`config.mk`:
```
export PLATFORM = sky130hd
export DESIGN_NAME = st_pipe
export DESIGN_NICKNAME = d
export VERILOG_FILES = /design/src/common/lq_dat_pkg.sv /design/src/rtl/st_pipe.sv
export SDC_FILE = /design/constraint.sdc
export NUM_CORES = 1
export LEC_CHECK = 0
export BUFFER_PORTS_ARGS = -buffer_cell sky130_fd_sc_hd__buf_2
export CORE_MARGIN = 5
export CORE_UTILIZATION = 30
export CTS_CLUSTER_SIZE = 28
export DETAILED_ROUTE_END_ITERATION = 10
export GPL_ROUTABILITY_DRIVEN = 0
export GPL_TIMING_DRIVEN = 0
export SKIP_LAST_GASP = 1
export SYNTH_ARGS = -nofsm -noshare
export SYNTH_HDL_FRONTEND = slang
export SYNTH_SLANG_ARGS = --single-unit
```
`constraint.sdc`:
```
create_clock -name nclk -period 18 [get_ports nclk]
set_input_delay 3.6 -clock nclk [delete_from_list [all_inputs] [get_ports nclk]]
set_output_delay 3.6 -clock nclk [all_outputs]
set_load 0.005 [all_outputs]
```
`src/common/lq_dat_pkg.sv`:
```
// L1 data cache data path definitions
// Geometry, data typedefs, request formats and the byte parity function
// shared by the load pipe, the store pipe and the data array
package lq_dat_pkg;

   localparam int DC_WAYS = 4;
   localparam int DC_ROWS = 64;
   localparam int QW_BYTES = 16;
   localparam int ROW_W = 6;
   localparam int STORE_WAIT_MAX = 4;

   localparam int QW_W = QW_BYTES * 8;
   localparam int ARR_W = QW_W + QW_BYTES;
   localparam int WAIT_W = $clog2(STORE_WAIT_MAX + 1);

   typedef logic [ROW_W-1:0] row_t;
   typedef logic [$clog2(QW_BYTES)-1:0] boff_t;
   typedef logic [DC_WAYS-1:0] way_vec_t;
   typedef logic [QW_BYTES-1:0] byte_en_t;
   typedef logic [QW_W-1:0] qw_t;
   typedef logic [QW_BYTES-1:0] par_t;
   typedef logic [WAIT_W-1:0] wait_cnt_t;

   // Stored as {data, parity}; data[8*j +: 8] is covered by par[j] and enabled by byte_en[j],
   // so byte 0 of a quadword (the most significant) maps to bit 15
   typedef logic [ARR_W-1:0] arr_word_t;

   typedef enum logic [2:0] {
      SZ_BYTE  = 3'd0,
      SZ_HALF  = 3'd1,
      SZ_WORD  = 3'd2,
      SZ_DWORD = 3'd3,
      SZ_QWORD = 3'd4
   } op_size_e;

   typedef struct packed {
      row_t     row;
      boff_t    offset;
      op_size_e size;
      logic     le_mode;
      logic     algebraic;
      way_vec_t way_hit;
   } ld_req_t;

   typedef struct packed {
      row_t     row;
      way_vec_t way_en;
      byte_en_t byte_en;
      qw_t      data;
   } st_req_t;

   typedef struct packed {
      logic      rd;
      logic      wr;
      row_t      row;
      way_vec_t  way_en;
      byte_en_t  byte_en;
      arr_word_t wdata;
   } arr_cmd_t;

   // Even parity, one bit per byte
   function automatic par_t byte_parity(qw_t d);
      par_t p;
      for (int j = 0; j < QW_BYTES; j++) begin
         p[j] = ^d[8*j +: 8];
      end
      return p;
   endfunction

endpackage

```
`src/rtl/st_pipe.sv`:
```
// Store pipe
// Holds one accepted store, adds byte parity (inverted for injection)
// and presents it to the array until the write is granted
module st_pipe (
   input  logic                 nclk,
   input  logic                 rst,
   input  logic                 st_val,
   input  lq_dat_pkg::st_req_t  st_req,
   input  logic                 inj_parity,
   input  logic                 wr_grant,
   output logic                 st_ready,
   output logic                 wr_val,
   output lq_dat_pkg::arr_cmd_t wr_cmd
);
   import lq_dat_pkg::*;

   typedef enum logic {
      ST_EMPTY = 1'b0,
      ST_PEND  = 1'b1
   } st_state_e;

   st_state_e state;
   logic      st_acc;
   par_t      st_par;

   assign st_ready = (state == ST_EMPTY);
   assign wr_val = (state == ST_PEND);
   assign st_acc = st_val & st_ready;
   assign st_par = byte_parity(st_req.data) ^ {QW_BYTES{inj_parity}};

   always_ff @(posedge nclk) begin
      if (rst) begin
         state <= ST_EMPTY;
      end else begin
         case (state)
            ST_EMPTY: if (st_acc) state <= ST_PEND;
            ST_PEND:  if (wr_grant) state <= ST_EMPTY;
            default:  state <= ST_EMPTY;
         endcase
      end
   end

   always_ff @(posedge nclk) begin
      if (st_acc) begin
         wr_cmd.rd <= 1'b0;
         wr_cmd.wr <= 1'b1;
         wr_cmd.row <= st_req.row;
         wr_cmd.way_en <= st_req.way_en;
         wr_cmd.byte_en <= st_req.byte_en;
         wr_cmd.wdata <= {st_req.data, st_par};
      end
   end

   // A store refused while the buffer is pending is held unchanged until it is taken
   a_st_hold: assert property (@(posedge nclk) disable iff (rst)
      st_val && !st_ready |=> st_val && $stable(st_req))
      else $error("store request dropped or changed while the buffer is pending");

endmodule

```
# --- Yosys cells after proc, flatten, opt, wreduce, memory -nomap -nowiden ---
# Cells that the tools add are included.
classes:
  n_mux: 3
  n_bitwise: 3
  n_reduce_logical: 16
ops:
  columns: ["op", "n"]
  rows:
  - ["$reduce_xor A8 Y1", 16]
  - ["$xor A16 B16 Y16", 1]
  - ["$mux W1", 2]
  - ["$pmux W1 S2", 1]
  - ["$and A1 B1 Y1", 1]
  - ["$not A1 Y1", 1]
word_totals:
  reg_bits: 171
  in_bits: 159
  output_inout_bits: 174

# --- Logic depth before layout (Yosys ltp) ---
# Gate-level depths: netlist (run 1).
depth:
  depth_word: 4
  mapped_depth: 5
  ltp_nobuf: 3

# --- Worst setup path after synthesis (run 1) ---
# Ideal clock, no wire load.
synth_path:
  path_type: "input-to-reg"
  startpoint: "in st_val"
  endpoint: "reg wr_cmd[0] (netlist bit) (enable)"
  setup_ps: 722
  arrival_ps: 10942
  t_required_ps: 17278
  path_slack_ps: 6336
  cell_stages: 1
  path_buffers: 0
  path_cell_list: "nor2b_1"
synth_between:
  elab_chain_cells: 1
synth_rtl:
  columns: ["item", "line_no", "rtl"]
  rows:
  - ["from (decl)", "st_pipe.sv:7", "input logic st_val,"]
  - ["$and A1 B1 Y1", "st_pipe.sv:28", "assign st_acc = st_val & st_ready;"]
  - ["to (decl)", "st_pipe.sv:13", "output lq_dat_pkg::arr_cmd_t wr_cmd"]
# No other way between the ends.
# A chain may end at the register's enable or synchronous reset.

# --- Final worst setup path (run 1) ---
layout_path:
  startpoint: "reg state, in the netlist wr_val"
  endpoint: "out st_ready"
layout_between:
  elab_chain_cells: 1
layout_rtl:
  columns: ["item", "line_no", "rtl"]
  rows:
  - ["from (decl)", "st_pipe.sv:22", "st_state_e state;"]
  - ["from (signal assigned)", "st_pipe.sv:33", "state <= ST_EMPTY;"]
  - ["from (signal assigned)", "st_pipe.sv:36", "ST_EMPTY: if (st_acc) state <= ST_PEND;"]
  - ["from (signal assigned)", "st_pipe.sv:37", "ST_PEND: if (wr_grant) state <= ST_EMPTY;"]
  - ["$not A1 Y1", null, null]
  - ["to (decl)", "st_pipe.sv:11", "output logic st_ready,"]
# No other way between the ends.

==> results of run 1 <==
metal layers:
layer	track usage (%)	routed length [µm]	up-vias	part of all wire, %
met5	0	34	-	0.21
met2	22.6	8330	214	52
met3	6.13	2100	14	13
li1	-	-	1795	-
met1	13.4	5530	1862	34
met4	3.76	170	6	1.1
area by class of cell:
class | count | area share, %
clock buffer | 17 | 4.65
multi-input combinational | 117 | 14.3
sequential | 171 | 56.0
buffer | 4 | 0.506
antenna | 1 | 0.0273
inverter | 1 | 0.0410
clock inverter | 15 | 1.53
tap | 275 | 3.76
timing repair buffer | 334 | 19.2
cells in the mapped netlist, drive strengths merged:
master / number / area, µm²
a211oi: 1 / 7.51
buf: 4 / 46.3
conb: 2 / 7.51
dfxtp: 1 / 20.0
edfxtp: 170 / 5100
inv: 1 / 3.75
nor2: 1 / 3.75
nor2b: 1 / 6.26
xnor2: 80 / 780
xnor3: 16 / 360
xor2: 16 / 140
cell families (layout without fill, tap and decap cells):
group | after synthesis | count (layout) | synth area share (%)
flops | 171 | 171 | 79.1
xor+xnor | 112 | 112 | 19.8
buf+inv | 5 | 371 | 0.772
other cells | 2 | 3 | 0.116
simple gates | 2 | 2 | 0.154
compound gates | 1 | 1 | 0.116
path summary, 6_finish.rpt:
kind	cells after the start	to
max	2	st_ready
min	2	wr_val
max reg2reg	3	wr_cmd[97]
min reg2reg	2	wr_val
per-stage QoR:
stage          cells  total power [W]  instance area, µm²
6_report         935         0.000971                9150
3_5_place_dp     902         0.000632                8590
3_3_place_gp     897         0.000633                8470
2_1_floorplan    293         0.000568                6480
4_1_cts          934         0.000987                9150
5_1_grt          935          0.00102                9150
state kept, by name (all words and copies together), names as in the netlist:
register  flops
wr_val        1
wr_cmd      170
critical path: stages (launching register included):
cell and delay, ns:
sky130_fd_sc_hd__dfxtp_1 0.45, sky130_fd_sc_hd__inv_1 0.06, sky130_fd_sc_hd__buf_2 0.13
where the power goes:
group,switching (W),internal (W)
clock network,0.000158,0.000193
logic,0.0000606,0.0000746
registers,0.00000735,0.000477
total,0.000226,0.000745
==> results.yml, run 1 <==
drt:
  detailedRoute.firstIterationViolations: 165
  dr_total_vias: 3891
  number_of_design_rule_violations_left_after_detail_routing: 0
  route.final.wire_length_mm: 16.2
  wl_per_cell_um: 17.3
  detail-route-antenna-nets: 0
  detail_route.vias_per_cell: 4.16
  detail_route.first_pass.iterations: 4
sta:
  max_frequency_mhz: 215
  final.setup.worst_slack_ns: 13.35
  timing.final.hold_violations: 0
  rsz0062_at_grt: "no"
  finalWorstPathRequiredPeriod_ns: 4.65
  fin_skew_ns: 0.00527
  finalSetupViolations: 0
  period_utilization_pct: 25.8
  setup_total_negative_slack_ns: 0
  report.final.slew_viol_count: 0
  worst_hold_slack_ns: 0.610
floorplan:
  floorplan.die.height_um: 157
  initial_core_util_pct: 30.6
  die_area_um2: 24600
  num_io_pins: 333
  chipWidth_um: 157
  core.rowCount: 53
  core_um2: 21200
critical_path:
  nature_of_the_critical_path_startpoint: "flip-flop"
  cp.arrival_ns: 1.05
  path_class: "reg -> out"
  critPathLaunch: "wr_val"
  timing.critical_path.fanout_max: 5
  timing.critical_path.to_type: "output pin"
  worst_r2r_startpoint: "wr_val"
  cp.required_ns: 14.40
  reg2reg_setup_slack_ns: 16.36
place:
  hpwlAfterDp_mm: 13.0
  numPortBuffers: 329
  pre_cts_slack_ns: 12.99
worst_hold_path:
  hold_path.class: "reg -> reg"
  hold_path_startpoint: "wr_val"
synthesis:
  synth_cell_types: 15
  post_synth.cell_area_avg_um2: 22.1
  seq_area_frac_synth_pct: 79.1
  netlist_instances: 293
  syn_nets: 452
  synth.cell_area_um2: 6480
  yosys_register_bits: 171
  yosysWarnings: 0
clock_network:
  cts_setup_buffers: 0
  clkSlewWorstSetupHoldPaths_ns: 0.07
  clock_sinks: 171
  post_cts_resize_count: 0
  buffer_cell_driving_the_clock_tree_root: "sky130_fd_sc_hd__clkbuf_16"
  ctsHoldBuffers: 0
  ctsLongestPathBuffers: 2
  htree_levels: 4
  tritoncts: "built"
  cts_buffers: 17
  worstSkewPairLatency_ns: 0.41
power_and_ir_drop:
  max-vdd-ir-drop_v: 0.0000695
  static-leakage-power_nw: 3.83
  power-per-cell-area_nw_per_um2: 106
status:
  run_status: "complete, no violations"
cells_and_area:
  layout.cells.most_common: "sky130_fd_sc_hd__buf_2"
  layout-drive-gt1-share_pct: 57.4
  multiInputGateArea_um2: 1310
  layout.area.seq_um2: 5120
  fin_util_pct: 43.3
  final_cell_mix: "sky130_fd_sc_hd__buf_2, sky130_fd_sc_hd__edfxtp_1, sky130_fd_sc_hd__xnor2_1"
  fill_cells: 1943
  syn_to_final_growth_pct: 41.3
  post_layout_net_count: 805
run:
  max_cap_viol_count: 0
grt:
  grt_max_degree: 38
  overflow: 0
  globalRouteTotalUtil_pct: 12.7
  grt_first_pass_wirelength_mm: 23.6
  initial_antenna_violation_count: 4
  grt_pass1_vias: 4252
(Power assumes the default switching activity.)
==> run 2, diff against run 1 <==
Clock period 18 ns to 4 ns, I/O delays scaled along.
==> run 2 against run 1 <==
Effect of this change:
- clock power grew to 4.6 times the previous value
- final area grew 0.11%
- die area is the same
- setup slack lost 11 ns
- critical path depth grew 2
- via count shrank 0.44%
- sequential share of layout area shrank 0.061 points
- combinational power grew to 4.5 times the previous value
- global-route usage shrank 0.050 points
- clock skew grew 0.0038 ns
- critical path type is now in -> reg
- critical endpoint is now wr_cmd[1]
- largest power group unchanged
- highest routed layer unchanged
==> results.yml, run 2 (synthesized netlist as in run 1, its figures left out) <==
worst_hold_path:
  hold_depth: 1
  hold_path_startpoint: "st_req[128]"
  hold_path.class: "in -> reg"
  holdPathEnd: "wr_cmd[144]"
drt:
  detail_route.vias_per_cell: 4.14
  detailedRoute.firstIterationViolations: 141
  dr_total_vias: 3874
  number_of_design_rule_violations_left_after_detail_routing: 0
  detail-route-antenna-nets: 0
  wl_per_cell_um: 17.2
  route.final.wire_length_mm: 16.0
  detail_route.first_pass.iterations: 4
critical_path:
  cp.arrival_ns: 2.02
  critical_path.cell_chain: "buf_2 -> nor2b_4 -> buf_12 -> buf_12"
  worst_path_slowest_cell: "sky130_fd_sc_hd__nor2b_4"
  timing.critical_path.to_type: "flip-flop"
  critical-path-top-cell-by-count: "sky130_fd_sc_hd__buf_12"
  path_class: "in -> reg"
  cpLargestDelayFamily: "buffers and inverters"
  worstReg2RegEnd: "wr_cmd[1]"
  slowest_delay_ns: 0.54
  timing.critical_path.fanout_max: 37
  nature_of_the_critical_path_startpoint: "input port"
  worst_r2r_startpoint: "wr_val"
  cp.required_ns: 4.10
  reg2reg_setup_slack_ns: 2.23
  path_buf_inv: 3
  r2r.worst_path.cells: 3
power_and_ir_drop:
  design_power_total_w: 0.00440
  max-vdd-ir-drop_v: 0.000263
  power-per-cell-area_nw_per_um2: 480
  static-leakage-power_nw: 3.83
cells_and_area:
  final_cell_mix: "sky130_fd_sc_hd__buf_2, sky130_fd_sc_hd__edfxtp_1, sky130_fd_sc_hd__xnor2_1"
  post_layout_net_count: 805
  layout.cells.most_common: "sky130_fd_sc_hd__buf_2"
  number_of_flip_flops_under_the_largest_register_name: 170
  post-route-cell-area_um2: 9160
  multiInputGateArea_um2: 1310
  fill_cells: 1963
  layout-drive-gt1-share_pct: 57.1
  fin_util_pct: 43.3
  syn_to_final_growth_pct: 41.4
  layout.area.seq_um2: 5120
  top_reg_by_flops: "wr_cmd"
status:
  run_status: "complete, no violations"
sta:
  fin_skew_ns: 0.00908
  rsz0062_at_grt: "no"
  finalSetupViolations: 0
  timing.final.hold_violations: 0
  period_utilization_pct: 47.9
  worst_slew_margin_rel_pct: 58.6
  report.final.slew_viol_count: 0
  max_frequency_mhz: 522
  finalWorstPathRequiredPeriod_ns: 1.92
  worst_slew_pin_slew_ns: 0.619
grt:
  grt_max_degree: 38
  globalRouteTotalUtil_pct: 12.7
  initial_antenna_violation_count: 3
  grt_first_pass_wirelength_mm: 23.7
  grt_pass1_vias: 4303
  overflow: 0
clock_network:
  tritoncts: "built"
  cts_setup_buffers: 0
  worstSkewPairLatency_ns: 0.41
  ctsHoldBuffers: 0
  post_cts_resize_count: 0
  clkSlewWorstSetupHoldPaths_ns: 0.07
  htree_levels: 4
  cts_buffers: 17
  ctsLongestPathBuffers: 2
  buffer_cell_driving_the_clock_tree_root: "sky130_fd_sc_hd__clkbuf_16"
  clock_sinks: 171
floorplan:
  chipWidth_um: 157
  initial_core_util_pct: 30.6
  num_io_pins: 333
  core.rowCount: 53
  floorplan.die.height_um: 157
  core_um2: 21200
  die_area_um2: 24600
place:
  numPortBuffers: 329
  dpl_cell_area_um2: 8590
  hpwlAfterDp_mm: 12.9
run:
  max_cap_viol_count: 0
-- run 2: changes by cell type in the layout (fill, tap and decap cells not counted), sizes merged --
| cell | delta |
|---|---|
| diode | +1 |
| clkinvlp | +1 |
| inv | -1 |
| clkinv | -3 |
| bufinv | +1 |
| clkbuf | +1 |
-- run 2: how the worst max path moves through the flow --
stage | from | end | slack (ns) | cells after the start
after detailed placement | st_val | wr_cmd[55] | 1.68 | 4
after floorplan | st_val | wr_cmd[0] | 0.22 | 1
after CTS | st_val | wr_cmd[25] | 2.12 | 4
after global routing | st_val | wr_cmd[1] | 2.04 | 4
final | st_val | wr_cmd[1] | 2.08 | 4
after global placement | st_val | wr_cmd[52] | -0.76 | 2
-- run 2: power by group --
part / internal [W] / switching, W / total, W
Clock: 0.000924 / 0.000688 / 0.00161
Sequential: 0.00215 / 0.0000309 / 0.00218
Combinational: 0.000336 / 0.000272 / 0.000607
Total: 0.00341 / 0.000991 / 0.00440
-- run 2: routing by layer --
metal	share of wire (%)	vias up	wire, µm	track usage (%)
met4	1.3	2	208	4.26
met2	52	216	8270	21.9
met3	12	16	1940	6.24
met5	0.081	-	13	0
met1	35	1846	5610	13.6
li1	-	1794	-	-
-- run 2: cell type report --
cell class / count / share of cell area, %
diodes: 2 / 0.0546
repair buffers: 334 / 19.1
inverters: 1 / 0.0410
clock buffers: 18 / 4.68
clock inverters: 13 / 1.57
multi-input cells: 117 / 14.3
flip-flops and latches: 171 / 55.9
plain buffers: 4 / 0.505
well taps: 275 / 3.75
-- run 2: stage by stage --
| step | setup WS [ns] | cells | hold slack (ns) | TNS, ns |
|---|---|---|---|---|
| 2_1_floorplan | 0.217 | 293 | 0.550 | 0 |
| 3_3_place_gp | -0.763 | 897 | 0.549 | -127.36 |
| 3_5_place_dp | 1.68 | 902 | 0.573 | 0 |
| 4_1_cts | 2.12 | 933 | 0.537 | 0 |
| 5_1_grt | 2.04 | 935 | 0.526 | 0 |
| 6_report | 2.08 | 935 | 0.563 | 0 |
