--- config.mk ---
export PLATFORM = sky130hd
export DESIGN_NAME = dcarr_arb
export DESIGN_NICKNAME = d
export VERILOG_FILES = /design/src/common/lq_dat_pkg.sv /design/src/dcarr/dcarr_arb.sv
export SDC_FILE = /design/constraint.sdc
export NUM_CORES = 1
export LEC_CHECK = 0
export ABC_AREA = 1
export BUFFER_PORTS_ARGS = -buffer_cell sky130_fd_sc_hd__buf_2
export CAP_MARGIN = 20
export CORE_AREA = 3 3 137 139
export DETAILED_ROUTE_END_ITERATION = 7
export DIE_AREA = 0 0 140 142
export SLEW_MARGIN = 20
export SYNTH_ARGS = -nofsm -noshare
export SYNTH_HDL_FRONTEND = slang
export SYNTH_SLANG_ARGS = --single-unit
--- constraint.sdc ---
create_clock -name nclk -period 2.25 [get_ports nclk]
set_input_delay 0.675 -clock nclk [delete_from_list [all_inputs] [get_ports nclk]]
set_output_delay 0.675 -clock nclk [all_outputs]
set_load 0.01 [all_outputs]
--- src/common/lq_dat_pkg.sv ---
// L1 data cache data path definitions
// Geometry, data typedefs, request formats and the byte parity function
// shared by the load pipe, the store pipe and the data array
package lq_dat_pkg;

   localparam int DC_WAYS = 4;
   localparam int DC_ROWS = 64;
   localparam int QW_BYTES = 16;
   localparam int ROW_W = 6;
   localparam int STORE_WAIT_MAX = 4;

   localparam int QW_W = QW_BYTES * 8;
   localparam int ARR_W = QW_W + QW_BYTES;
   localparam int WAIT_W = $clog2(STORE_WAIT_MAX + 1);

   typedef logic [ROW_W-1:0] row_t;
   typedef logic [$clog2(QW_BYTES)-1:0] boff_t;
   typedef logic [DC_WAYS-1:0] way_vec_t;
   typedef logic [QW_BYTES-1:0] byte_en_t;
   typedef logic [QW_W-1:0] qw_t;
   typedef logic [QW_BYTES-1:0] par_t;
   typedef logic [WAIT_W-1:0] wait_cnt_t;

   // Stored as {data, parity}; data[8*j +: 8] is covered by par[j] and enabled by byte_en[j],
   // so byte 0 of a quadword (the most significant) maps to bit 15
   typedef logic [ARR_W-1:0] arr_word_t;

   typedef enum logic [2:0] {
      SZ_BYTE  = 3'd0,
      SZ_HALF  = 3'd1,
      SZ_WORD  = 3'd2,
      SZ_DWORD = 3'd3,
      SZ_QWORD = 3'd4
   } op_size_e;

   typedef struct packed {
      row_t     row;
      boff_t    offset;
      op_size_e size;
      logic     le_mode;
      logic     algebraic;
      way_vec_t way_hit;
   } ld_req_t;

   typedef struct packed {
      row_t     row;
      way_vec_t way_en;
      byte_en_t byte_en;
      qw_t      data;
   } st_req_t;

   typedef struct packed {
      logic      rd;
      logic      wr;
      row_t      row;
      way_vec_t  way_en;
      byte_en_t  byte_en;
      arr_word_t wdata;
   } arr_cmd_t;

   // Even parity, one bit per byte
   function automatic par_t byte_parity(qw_t d);
      par_t p;
      for (int j = 0; j < QW_BYTES; j++) begin
         p[j] = ^d[8*j +: 8];
      end
      return p;
   endfunction

endpackage

--- src/dcarr/dcarr_arb.sv ---
// Data array port arbiter
// Loads win the single port unless a pending store has waited
// STORE_WAIT_MAX cycles, in which case the store is forced through
module dcarr_arb (
   input  logic                 nclk,
   input  logic                 rst,
   input  logic                 ld_rd_val,
   input  lq_dat_pkg::row_t     ld_rd_row,
   input  logic                 wr_val,
   input  lq_dat_pkg::arr_cmd_t wr_cmd,
   output logic                 ld_ready,
   output logic                 wr_grant,
   output lq_dat_pkg::arr_cmd_t arr_cmd
);
   import lq_dat_pkg::*;

   wait_cnt_t wait_cnt;
   logic      st_force;
   logic      ld_grant;

   assign st_force = (wait_cnt == WAIT_W'(STORE_WAIT_MAX));
   assign ld_ready = ~st_force;
   assign ld_grant = ld_rd_val & ~st_force;
   assign wr_grant = wr_val & ~ld_grant;

   // Counts refused cycles of the pending write
   always_ff @(posedge nclk) begin
      if (rst) begin
         wait_cnt <= '0;
      end else if (wr_grant) begin
         wait_cnt <= '0;
      end else if (wr_val && !st_force) begin
         wait_cnt <= wait_cnt + 1'b1;
      end
   end

   always_comb begin
      arr_cmd = wr_cmd;
      arr_cmd.rd = ld_grant;
      arr_cmd.wr = wr_grant;
      if (ld_grant) begin
         arr_cmd.row = ld_rd_row;
      end
   end

   // A pending write reaches the array once the starvation counter runs out
   a_wr_bound: assert property (@(posedge nclk) disable iff (rst)
      wr_val |-> ##[0:STORE_WAIT_MAX] wr_grant)
      else $error("pending write not granted within STORE_WAIT_MAX cycles");

endmodule

### Yosys cells after proc, flatten, opt, wreduce, memory -nomap -nowiden

Index checks and enable logic that the tools add are counted.

* $lt $le $gt $ge: 0
* multiply operators: 0
* bitwise logic cells: 4
* div/mod/pow operators: 0
* reductions and logical operators: 3
* shifts and indexed selects: 0
* multiplexer cells: 1
* add/sub/neg operators: 1
* equality and inequality tests: 1

Operators by type and width (number)
* 2-to-1 mux 6 bit: 1
* adder 3 x 1 -> 3 bit, second input constant: 1
* equality test 3 bit, second input constant: 1
* bitwise AND 1 bit: 2
* inverter 1 bit: 2
* OR reduction 2 bit: 1
* logical AND 1 bit: 1
* zero test 1 bit: 1

* memory bits (writable): 0
* output and inout port bits: 174
* logic and storage cells: 11
* flip-flop bits (word level): 3
* bits in read-only memories: 0
* bits in latches: 0
* memories: 0

### Longest topological paths before layout

Gate-level depths: netlist of the first run.

* depth in word-level cells: 6
* gate-level depth with buffers: 8
* gate-level depth less buffers: 8

### Worst setup path before layout of the first run

OpenSTA, ideal clock, no wires.

* kind: register -> output
* start point: register wait_cnt[0]
* end point: output port arr_cmd[170] (netlist bit)
* cell stages (with the launch flop): 8
* arrival time: 1.087 ns
* buffers on the path: 1
* slack: 0.488 ns
* cells stage by stage: dfxtp_1 inv_1 ha_1 nand2_4 nand2_4 nand2_2 inv_1 buf_4

* longest elaborated chain between the ends: 5

RTL lines
* from (decl): RTL line dcarr_arb.sv:17 `wait_cnt_t wait_cnt;`
* from (signal assigned): RTL line dcarr_arb.sv:33 `wait_cnt <= wait_cnt + 1'b1;`
* equality test 3 bit: RTL line dcarr_arb.sv:21 `assign st_force = (wait_cnt == WAIT_W'(STORE_WAIT_MAX));`
* inverter 1 bit
* net ld_ready: RTL line dcarr_arb.sv:11 `output logic ld_ready,`
* bitwise AND 1 bit: RTL line dcarr_arb.sv:23 `assign ld_grant = ld_rd_val & ~st_force;`
* inverter 1 bit: RTL line dcarr_arb.sv:24 `assign wr_grant = wr_val & ~ld_grant;`
* bitwise AND 1 bit: RTL line dcarr_arb.sv:24
* to (decl): RTL line dcarr_arb.sv:13 `output lq_dat_pkg::arr_cmd_t arr_cmd`

The timed path passes the listed nets, and every way through them passes these cells.

==> results by group, run 1 <==
CTS
  • CTS Sinks: 3
  • CTS H-tree lvls: 1
  • CTS tree: yes
  • Clock root cell: clkbuf_16
  • Worst-Skew Late Latency: 0.22 ns
  • Worst-path clk slew: 0.03 ns
  • Num CTS Buffers: 3
  • CTS Buffer Depth: 2

Placement
  • HPWL after detailed placement: about 4.6 mm
  • Pre-CTS setup slack: 0.173 ns
  • Routability congestion estimate: about 0.58
  • PortBufs: 25

Floorplanning
  • Die Ht: approximately 140 um
  • Die X-Extent: 140 um
  • Die footprint: roughly 0.02 sq mm
  • Ports: between 300 and 400
  • Core ar.: 0.0178 sq mm
  • Initial core utilization: 8.57%
  • Num rows: 49

Global route
  • Initial antenna violation count: 1
  • Total track usage: 4.87%
  • Vias in the first global route: 747
  • First-pass GRT wire length: 6.32 mm
  • Largest net degree at the start of global routing: 9
  • GR Overflow Total: 0

STA
  • Period utilization: 93.7%
  • Fmax: 0.474 GHz
  • Final Hold Slack: 0.529 ns
  • Max_slew headroom: 89.3%
  • Slew @ Worst Pin: 0.159 ns
  • Setup violations, final: 0
  • Final min period: 2.11 ns
  • Setup TNS: 0 ns
  • Final hold vios: 0
  • Final slew viol count: 0
  • Setup ws final: about 0.14 ns
  • Clock skew: 0.00126 ns
  • RSZ-0062 raised after global routing: false

Setup path
  • Startpoint Class: flip-flop
  • Worst Path Arrival: approximately 1.4 ns
  • Worst r2r dst: wait_cnt[0]
  • Worst-path cell with the longest stage delay: dfxtp_2
  • R2R depth: 9
  • CP dominant cell by count: nand2_1
  • Data required, critical path: ~1.6 ns
  • Worst setup path class: reg2out
  • Critical Path Fanout Max: 8
  • Worst path cell trace: inv_1 > ha_1 > nand2_4 > nand2_8 > inv_4 > nand2_1 > nand2_1 > buf_2
  • Slowest Stage Delay on Critical Path: 0.33 ns
  • Critical path endpoint category: primary output
  • FF-to-FF Start: wait_cnt[0]
  • Worst R2R Setup Slack: 1.04 ns

Power and ir drop
  • Peak supply drop: between 150 and 200 uV
  • Static Leak: about 0.32 nW
  • Pwr per Cell Area: 519 mW/mm^2

Logic synthesis
  • Synth Register Bits: 3
  • Top cells by area, synth: buf_4 82%, nand2_1 5.9%, dfxtp_1 3.9%
  • Post-synth EDFFs: 0
  • Synth top cells by count: 166 x buf_4, 24 x nand2_1, 7 x inv_1
  • Dominant cell type by area after synthesis: buf_4
  • Syn Std Cell Area: 0.00152 sq mm
  • Net Count, Synth: between 300 and 400
  • Share of the synthesized area in the top cell type: 81.8%
  • Gate Count Post-Synth: between 200 and 250
  • Top FF cell, synth: dfxtp_1
  • Top-count cell post-synth: buf_4
  • Synth async-reset ratio: 0%
  • Register area share after synthesis: under 10%
  • YS warnings: 0
  • Syn Area/Cell: 7.09 sq um
  • Synth unique cells: 11

Final layout
  • Largest regs: wait_cnt x3
  • Layout Area Growth over Synthesis: -48.1%
  • Fillers: about 2100
  • Largest register FFs: 3
  • Fin util: 4.45%
  • Most flop-heavy register: wait_cnt
  • Layout cells sized above 1: a little under half
  • Nets: approximately 260

Route
  • DR vias/cell: roughly 2.2
  • Final antenna-violating net count: 0
  • Drt first pass iters: 4
  • Drt initial violations: 9
  • Vias: between 600 and 700
  • Wire per inst: 17.4 um
  • DRC: 0
  • Routed WL: approximately 5.4 mm

Run status
  • Status: completed

Min path
  • Hold Path Stages: 4
  • Hold Path Origin: wait_cnt[0]
  • Hold endpoint: wait_cnt[0]
  • HP Class: reg2reg

Flow run
  • MaxCap Viol Count: 0
cells by family (layout without fill, tap and decap cells):
group / Yosys count / after routing / share of synthesized area, %
buffers and inverters: 174 / 38 / 83.7
AND/OR/NAND/NOR: 35 / 35 / 10.3
flip-flops: 3 / 3 / 3.94
adder cells (fa/ha/maj): 2 / 2 / 1.64
AO/OA/AOI/OAI: 1 / 1 / 0.328
other: 0 / 1 / 0
report_power, final:
part           switching [mW]  total [mW]  internal (mW)
sequential            0.00164      0.0575         0.0559
combinational          0.0411      0.0698         0.0286
clock                  0.0495       0.283          0.234
total                  0.0923       0.411          0.318
critical path: cells and delay by family (launching register included):
family | cells | cell delay [ns]
adders and majority gates | 1 | 0.23
buffers and inverters | 3 | 0.29
DFF | 1 | 0.33
and+or+nand+nor | 4 | 0.36
repair_timing:
| item | CTS | global route |
|---|---|---|
| pin swaps | 1 | 1 |
| hold buffers | 0 | 0 |
| endpoints found under the hold margin | 0 | 0 |
| endpoints found under the setup margin | 6 | 1 |
| buffers inserted | 1 | 0 |
| gates resized for setup | 2 | 1 |
per-stage QoR:
step | instance area [sq um] | cells | power (mW)
after global placement | 689 | 303 | 0.128
after global routing | 788 | 308 | 0.431
after detailed placement | 689 | 303 | 0.128
after floorplan | 1520 | 215 | 0.392
after CTS | 787 | 308 | 0.417
final | 791 | 309 | 0.411
per-layer routing:
layer	share of wire, %	up-vias	track usage, %
met4	13	0	5.81
met2	45	182	7.70
li1	-	207	-
met5	0	-	0
met1	8.9	199	1.09
met3	33	85	7.46
worst max path at each step:
stage	start	to	slack, ns	cells past startpoint
global route	wait_cnt[0]	arr_cmd[164]	0.03	8
detailed placement	wait_cnt[0]	arr_cmd[164]	0.17	8
global placement	wait_cnt[0]	arr_cmd[165]	0.21	8
CTS	wait_cnt[0]	arr_cmd[164]	0.06	8
floorplan	wait_cnt[0]	arr_cmd[170]	0.49	7
finish	wait_cnt[0]	arr_cmd[165]	0.14	8
cells in the final DEF (no fill, tap or decap):
| master | n |
|---|---|
| buf_2 | 25 |
| buf_4 | 1 |
| clkbuf_1 | 1 |
| clkbuf_16 | 3 |
| dfxtp_1 | 2 |
| dfxtp_2 | 1 |
| diode_2 | 1 |
| ha_1 | 2 |
| inv_1 | 7 |
| inv_4 | 1 |
| nand2_1 | 24 |
| nand2_2 | 3 |
| nand2_4 | 1 |
| nand2_8 | 1 |
| nand3_1 | 3 |
| nor2_1 | 3 |
| o21ai_0 | 1 |
area by class of cell:
| cell class | instances | area (sq um) | share of cell area (%) |
|---|---|---|---|
| Clock buffer | 4 | 78.8 | 9.97 |
| Antenna cell | 1 | 2.50 | 0.316 |
| Multi-Input combinational cell | 38 | 196 | 24.8 |
| Inverter | 8 | 32.5 | 4.11 |
| Timing Repair Buffer | 26 | 133 | 16.8 |
| Sequential cell | 3 | 61.3 | 7.75 |
| Tap cell | 229 | 287 | 36.2 |
No activity file was read; power rests on OpenSTA's default activity.
==> inputs of run 2 (changes only) <==
==> constraint.sdc (replaced) <==
create_clock -name nclk -period 1.85 [get_ports nclk]
set_input_delay 0.555 -clock nclk [delete_from_list [all_inputs] [get_ports nclk]]
set_output_delay 0.555 -clock nclk [all_outputs]
set_load 0.01 [all_outputs]
==> run 2 against run 1 <==
Total power grew 27%. Sequential share of layout area is 0.71 points lower. Worst hold slack improved by 0.055 ns. Flip-flop and latch count unchanged. Clock power is 20% higher. Clock-buffer cell count unchanged. Cell count up 0.97%. Sequential power is 21% higher. Cell area increased by 12%. Highest routed layer unchanged.
==> results by group, run 2 (synthesis results as in run 1) <==
Run status
  • Status: completed

Global route
  • Total track usage: 4.85% (-0.021 points)
  • Met3 GRT Util: 7.66% (+0.20 points)
  • GR Overflow Total: 0 (unchanged)
  • Initial antenna violation count: 1 (unchanged)
  • Met1 usage: 1.05% (-0.041 points)
  • Top Usage Layer GRT: met2
  • Met2 Use GR: 7.82% (+0.13 points)
  • First-pass GRT wire length: 6.25 mm (-1.1%)
  • Vias in the first global route: 769 (+2.9%)
  • Largest net degree at the start of global routing: 9 (unchanged)

Power and ir drop
  • Static Leak: 0.348 nW (+10%)
  • Pwr per Cell Area: 589 mW/mm^2 (+13%)
  • Design Power: 0.523 mW (+27%)
  • Peak supply drop: 293 uV (+66%)

Final layout
  • Commonest non-fill, non-tap cell in the layout: buf_2
  • Most frequent cells in the layout: 19 x buf_2, 17 x nand2_1, 10 x nand2_2
  • Most flop-heavy register: wait_cnt
  • Nets: 268 (+1.5%)
  • Layout Area Growth over Synthesis: -41.7%
  • ANT cells: 0 (-1)
  • Fillers: 2117 (-0.14%)
  • Layout cells sized above 1: 61.4% (+16 points)
  • Largest register FFs: 3 (unchanged)
  • Largest regs: wait_cnt x3
  • Post-route cell area: 888 sq um (+12%)

Placement
  • Dpl cell area: 712 sq um (+3.3%)
  • Routability congestion estimate: 0.594 (+2.4%)
  • PortBufs: 25 (unchanged)
  • HPWL after detailed placement: 4.70 mm (+1.3%)

Route
  • Drt first pass iters: 4 (unchanged)
  • Routed WL: 5.37 mm (about the same)
  • Vias: 684 (+1.6%)
  • DRC: 0 (unchanged)
  • Drt initial violations: 6 (-3)
  • Wire per inst: 17.2 um (-0.91%)
  • Final antenna-violating net count: 0 (unchanged)
  • DR vias/cell: 2.19 (+0.66%)

CTS
  • CTS Buffer Depth: 2 (unchanged)
  • CTS H-tree lvls: 1 (unchanged)
  • CTS tree: yes
  • Clock root cell: clkbuf_16
  • Worst-path clk slew: 0.03 ns (about the same)
  • CTS Sinks: 3 (unchanged)
  • Worst-Skew Late Latency: 0.22 ns (about the same)
  • Num CTS Buffers: 3 (unchanged)
  • CTS Hold Bufs: 0 (unchanged)

Floorplanning
  • Die footprint: 0.0199 sq mm (unchanged)
  • Initial core utilization: 8.57% (unchanged)
  • Die Ht: 142 um (unchanged)
  • Ports: 356 (unchanged)
  • Num rows: 49 (unchanged)
  • Core ar.: 0.0178 sq mm (unchanged)
  • Die X-Extent: 140 um (unchanged)

STA
  • Final hold vios: 0 (unchanged)
  • RSZ-0062 raised after global routing: true
  • Period utilization: 98.3%
  • Setup TNS: 0 ns (unchanged)
  • Clock skew: 0.00388 ns (+0.00262 ns)
  • Setup violations, final: 0 (unchanged)
  • Fmax: 0.550 GHz
  • Final slew viol count: 0 (unchanged)
  • Final min period: about 1.8 ns
  • Max_slew headroom: 89.2% (-0.12 points)
  • Final Hold Slack: 0.584 ns (+0.0554 ns)
  • Slew @ Worst Pin: 0.162 ns (+0.00325 ns)

Setup path
  • Startpoint Class: flip-flop
  • Critical path endpoint category: primary output
  • Worst setup path class: reg2out
  • Crit path buf inv count: 3 (unchanged)
  • Slowest Stage Delay on Critical Path: 0.32 ns (about the same)
  • Worst Path Arrival: 1.26 ns (-0.17 ns)
  • Critical Path Fanout Max: 8 (unchanged)
  • Worst path cell trace: inv_2 > ha_4 > nand2_4 > nand2_8 > inv_8 > nand2_2 > nand2_2 > buf_6
  • CP dominant cell by count: nand2_2
  • Worst-path cell with the longest stage delay: dfxtp_2
  • Data required, critical path: 1.29 ns (-0.28 ns)
  • Top delay family on crit path: flip-flops

Flow run
  • MaxCap Viol Count: 0 (unchanged)

Min path
  • HP Class: reg2reg
==> run 2: cell count changes in the layout (fill, tap and decap cells not counted), sizes merged <==
cell,previous run,this run
diode,1,0
buf,26,30
==> run 2: stage by stage <==
step	utilization (%)	cells	worst slack (ns)
2_1_floorplan	-	215	0.208
6_report	5.00	312	0.0318
4_1_cts	4.69	311	0.0148
3_5_place_dp	4.00	306	0.0462
5_1_grt	5.00	312	-0.0116
3_3_place_gp	4.00	306	0.0568
==> run 2: layout make-up <==
type,count,area [sq um],area share [%]
clock buffer,4,78.8,8.87
inverter,8,37.5,4.23
multi-input combinational,38,226,25.5
sequential,3,62.6,7.04
tap,229,287,32.3
timing repair buffer,30,196,22.1
==> run 2: path summary, 6_finish.rpt <==
path | from | endpoint | slack, ns | depth (start not counted)
worst max-delay path | wait_cnt[0] | arr_cmd[165] | 0.03 | 8
worst min register to register | wait_cnt[2] | wait_cnt[2] | 0.58 | 3
worst min-delay path | wait_cnt[2] | wait_cnt[2] | 0.58 | 3
worst max register to register | wait_cnt[0] | wait_cnt[1] | 0.66 | 10
==> run 2: tightest hold or removal path, cell delays in order, from the launching register on <==
cell	delay, ns
dfxtp_1	0.33
nand3_1	0.07
o21ai_0	0.07
nor2_1	0.07
==> run 2: repair_timing <==
item / CTS / global route
pin swaps: 3 / 5
gates resized for setup: 12 / 14
gates cloned: 0 / 0
endpoints found under the setup margin: 9 / 7
buffers inserted: 1 / 1
==> run 2: where the power goes <==
part | leakage [nW] | switching [mW] | internal (mW)
clock network | 0.0382 | 0.0563 | 0.284
registers | 0.0252 | 0.00159 | 0.0682
logic | 0.285 | 0.0577 | 0.0550
total | 0.348 | 0.116 | 0.407
==> run 2: metal layers <==
metal	vias to the layer above	share of wire, %	routed length, um
li1	213	-	-
met1	212	9.1	487
met4	0	13	694
met3	86	33	1780
met5	-	0	0
met2	173	45	2400
==> inputs of run 3 (changes only) <==
--- a/config.mk
+++ b/config.mk
@@ -9,8 +9,10 @@
 export BUFFER_PORTS_ARGS = -buffer_cell sky130_fd_sc_hd__buf_2
 export CAP_MARGIN = 20
 export CORE_AREA = 3 3 137 139
+export CTS_BUF_LIST = sky130_fd_sc_hd__clkbuf_4 sky130_fd_sc_hd__clkbuf_8
 export DETAILED_ROUTE_END_ITERATION = 7
 export DIE_AREA = 0 0 140 142
+export SETUP_SLACK_MARGIN = 0.1
 export SLEW_MARGIN = 20
 export SYNTH_ARGS = -nofsm -noshare
 export SYNTH_HDL_FRONTEND = slang
==> run 3 against run 2 <==
Critical path depth unchanged. Die area unchanged. Largest power group unchanged. Non-clock buffer count down 1. Clock skew down 0.0014 ns. First-iteration DRC count up 33%. Sequential power about the same. Core utilization down 0.084 points. Register-to-register slack better by 0.09 ns. Cell area down 1.7%. Wire length up 0.28%.
==> results by group, run 3 (synthesis results as in run 1) <==
Final layout
  • Most flop-heavy register: wait_cnt
  • Nets: 267 (-0.37%)
  • Layout cells sized above 1: 67.1% (+5.6 points)
  • Most frequent cells in the layout: 17 x buf_2, 14 x nand2_2, 13 x nand2_1
  • Post-route cell area: 873 sq um (-1.7%)
  • Largest register FFs: 3 (unchanged)
  • ANT cells: 0 (unchanged)
  • Layout Area Growth over Synthesis: -42.7%
  • Post-route insts no fill: 311 (-0.32%)
  • Largest regs: wait_cnt x3
  • Commonest non-fill, non-tap cell in the layout: buf_2

Setup path
  • R2R depth: 9 (-1)
  • Critical path endpoint category: primary output
  • Startpoint Class: flip-flop
  • Worst setup path class: reg2out
  • CP endpoint: arr_cmd[164]
  • Critical Path Fanout Max: 8 (unchanged)
  • Worst-path cell with the longest stage delay: dfxtp_2
  • FF-to-FF Start: wait_cnt[0]
  • Slowest Stage Delay on Critical Path: 0.32 ns (about the same)
  • Worst R2R Setup Slack: 0.75 ns (+0.09 ns)
  • Worst r2r dst: wait_cnt[1]
  • Worst Path Arrival: 1.26 ns (about the same)
  • CP Launch Point: wait_cnt[0]
  • Worst path cell trace: inv_2 > ha_4 > nand2_4 > nand2_8 > inv_8 > nand2_1 > nand2_2 > buf_6
  • Data required, critical path: 1.29 ns (about the same)

Power and ir drop
  • Sw power: 0.104 mW (-10%)
  • Internal power: 0.288 mW (-29%)
  • Reg power frac: 17.8% (+4.5 points)
  • Static Leak: 0.338 nW (-2.9%)
  • Combinational Power Share: 30.1% (+8.6 points)
  • Pwr per Cell Area: 448 mW/mm^2 (-24%)
  • Sw Ratio: 26.5% (+4.4 points)
  • Clock power share: 52.1% (-13 points)
  • Peak supply drop: 145 uV (-51%)

Global route
  • Largest net degree at the start of global routing: 9 (unchanged)
  • Vias in the first global route: 768 (-0.13%)
  • Initial antenna violation count: 1 (unchanged)
  • Total track usage: 4.87% (+0.014 points)
  • GR Overflow Total: 0 (unchanged)
  • First-pass GRT wire length: 6.27 mm (+0.34%)

Route
  • Vias: 682 (-0.29%)
  • DR vias/cell: 2.19 (about the same)
  • Routed WL: 5.38 mm (+0.28%)
  • Drt initial violations: 8 (+2)
  • Wire per inst: 17.3 um (+0.60%)
  • Final antenna-violating net count: 0 (unchanged)
  • Drt first pass iters: 5 (+1)
  • DRC: 0 (unchanged)

STA
  • Max_slew headroom: 89.2% (about the same)
  • RSZ-0062 raised after global routing: true
  • Clock skew: 0.00246 ns (-0.00142 ns)
  • Period utilization: 98.1% (-0.14 points)
  • Final slew viol count: 0 (unchanged)
  • Setup TNS: 0 ns (unchanged)
  • Final hold vios: 0 (unchanged)
  • Final min period: 1.82 ns (-0.00253 ns)
  • Setup violations, final: 0 (unchanged)
  • Fmax: 0.551 GHz (+0.14%)
  • Slew @ Worst Pin: 0.162 ns (+0.000150 ns)

CTS
  • CTS H-tree lvls: 1 (unchanged)
  • Worst-Skew Late Latency: 0.21 ns (about the same)
  • CTS Sinks: 3 (unchanged)
  • CTS Buffer Depth: 2 (unchanged)
  • CTS tree: yes
  • Clock root cell: clkbuf_8
  • Num CTS Buffers: 3 (unchanged)
  • Worst-path clk slew: 0.03 ns (about the same)

Floorplanning
  • Die footprint: 0.0199 sq mm (unchanged)
  • Ports: 356 (unchanged)
  • Die X-Extent: 140 um (unchanged)
  • Initial core utilization: 8.57% (unchanged)
  • Core ar.: 0.0178 sq mm (unchanged)
  • Die Ht: 142 um (unchanged)
  • Num rows: 49 (unchanged)

Placement
  • PortBufs: 25 (unchanged)
  • Routability congestion estimate: 0.594 (unchanged)
  • HPWL after detailed placement: 4.70 mm (unchanged)
  • Dpl cell area: 712 sq um (unchanged)
  • Cells after DPL: 306 (unchanged)

Min path
  • HP Class: reg2reg
  • Hold Path Stages: 3 (unchanged)

Flow run
  • MaxCap Viol Count: 0 (unchanged)

Run status
  • Status: completed
## run 3: cell count changes in the layout (fill, tap and decap cells not counted), sizes merged
cell  before  now
buf       30   29
## run 3: critical path, delay by kind of cell, from the launching register on
family | cells | cell delay, ns
adders and majority gates | 1 | 0.16
DFF | 1 | 0.32
buffers and inverters | 3 | 0.24
and+or+nand+nor | 4 | 0.31
## run 3: layout make-up
cell class / instances / area [sq um]
fill: 2119 / 16900
inverter: 8 / 37.5
multi-input combinational: 38 / 236
tap: 229 / 287
clock buffer: 4 / 48.8
sequential: 3 / 62.6
timing repair buffer: 29 / 201
## run 3: worst min-delay path by stage
| stage | from | endpoint | slack, ns |
|---|---|---|---|
| final | wait_cnt[2] | wait_cnt[2] | 0.58 |
| after CTS | wait_cnt[2] | wait_cnt[2] | 0.59 |
| after detailed placement | wait_cnt[2] | wait_cnt[2] | 0.59 |
| after global placement | wait_cnt[2] | wait_cnt[2] | 0.58 |
| after global routing | rst | wait_cnt[0] | 0.63 |
| after floorplan | wait_cnt[1] | wait_cnt[1] | 0.51 |
## run 3: timing repair
item / 4_1_cts / 5_1_grt
endpoints found under the setup margin: 10 / 8
setup buffers: 1 / 1
pin swaps: 5 / 7
gates resized for setup: 27 / 6
hold buffers: 0 / 0
## run 3: metrics by stage
step	hold WS [ns]	power [mW]	setup slack (ns)	util [%]
after floorplan	0.508	0.477	0.208	-
after global placement	0.579	0.157	0.0568	4.00
after detailed placement	0.588	0.158	0.0462	4.00
after CTS	0.595	0.394	0.0341	4.79
after global routing	0.627	0.418	-0.00866	4.91
final	0.585	0.391	0.0343	4.91
## run 3: power by group through the flow
stage	sequential, mW	combinational, mW	clock [mW]
detailed placement	0.0697	0.0881	0
global placement	0.0697	0.0869	0
floorplan	0.0700	0.407	0
global route	0.0699	0.129	0.218
CTS	0.0698	0.114	0.210
finish	0.0698	0.118	0.204
## run 3: routing by layer
layer  vias up  share of wire [%]  global-route usage (%)
li1        211                  -                       -
met1       214                9.2                    1.05
met2       171                 45                    7.85
met3        86                 33                    7.69
met4         0                 13                    5.20
met5         -                  0                       0
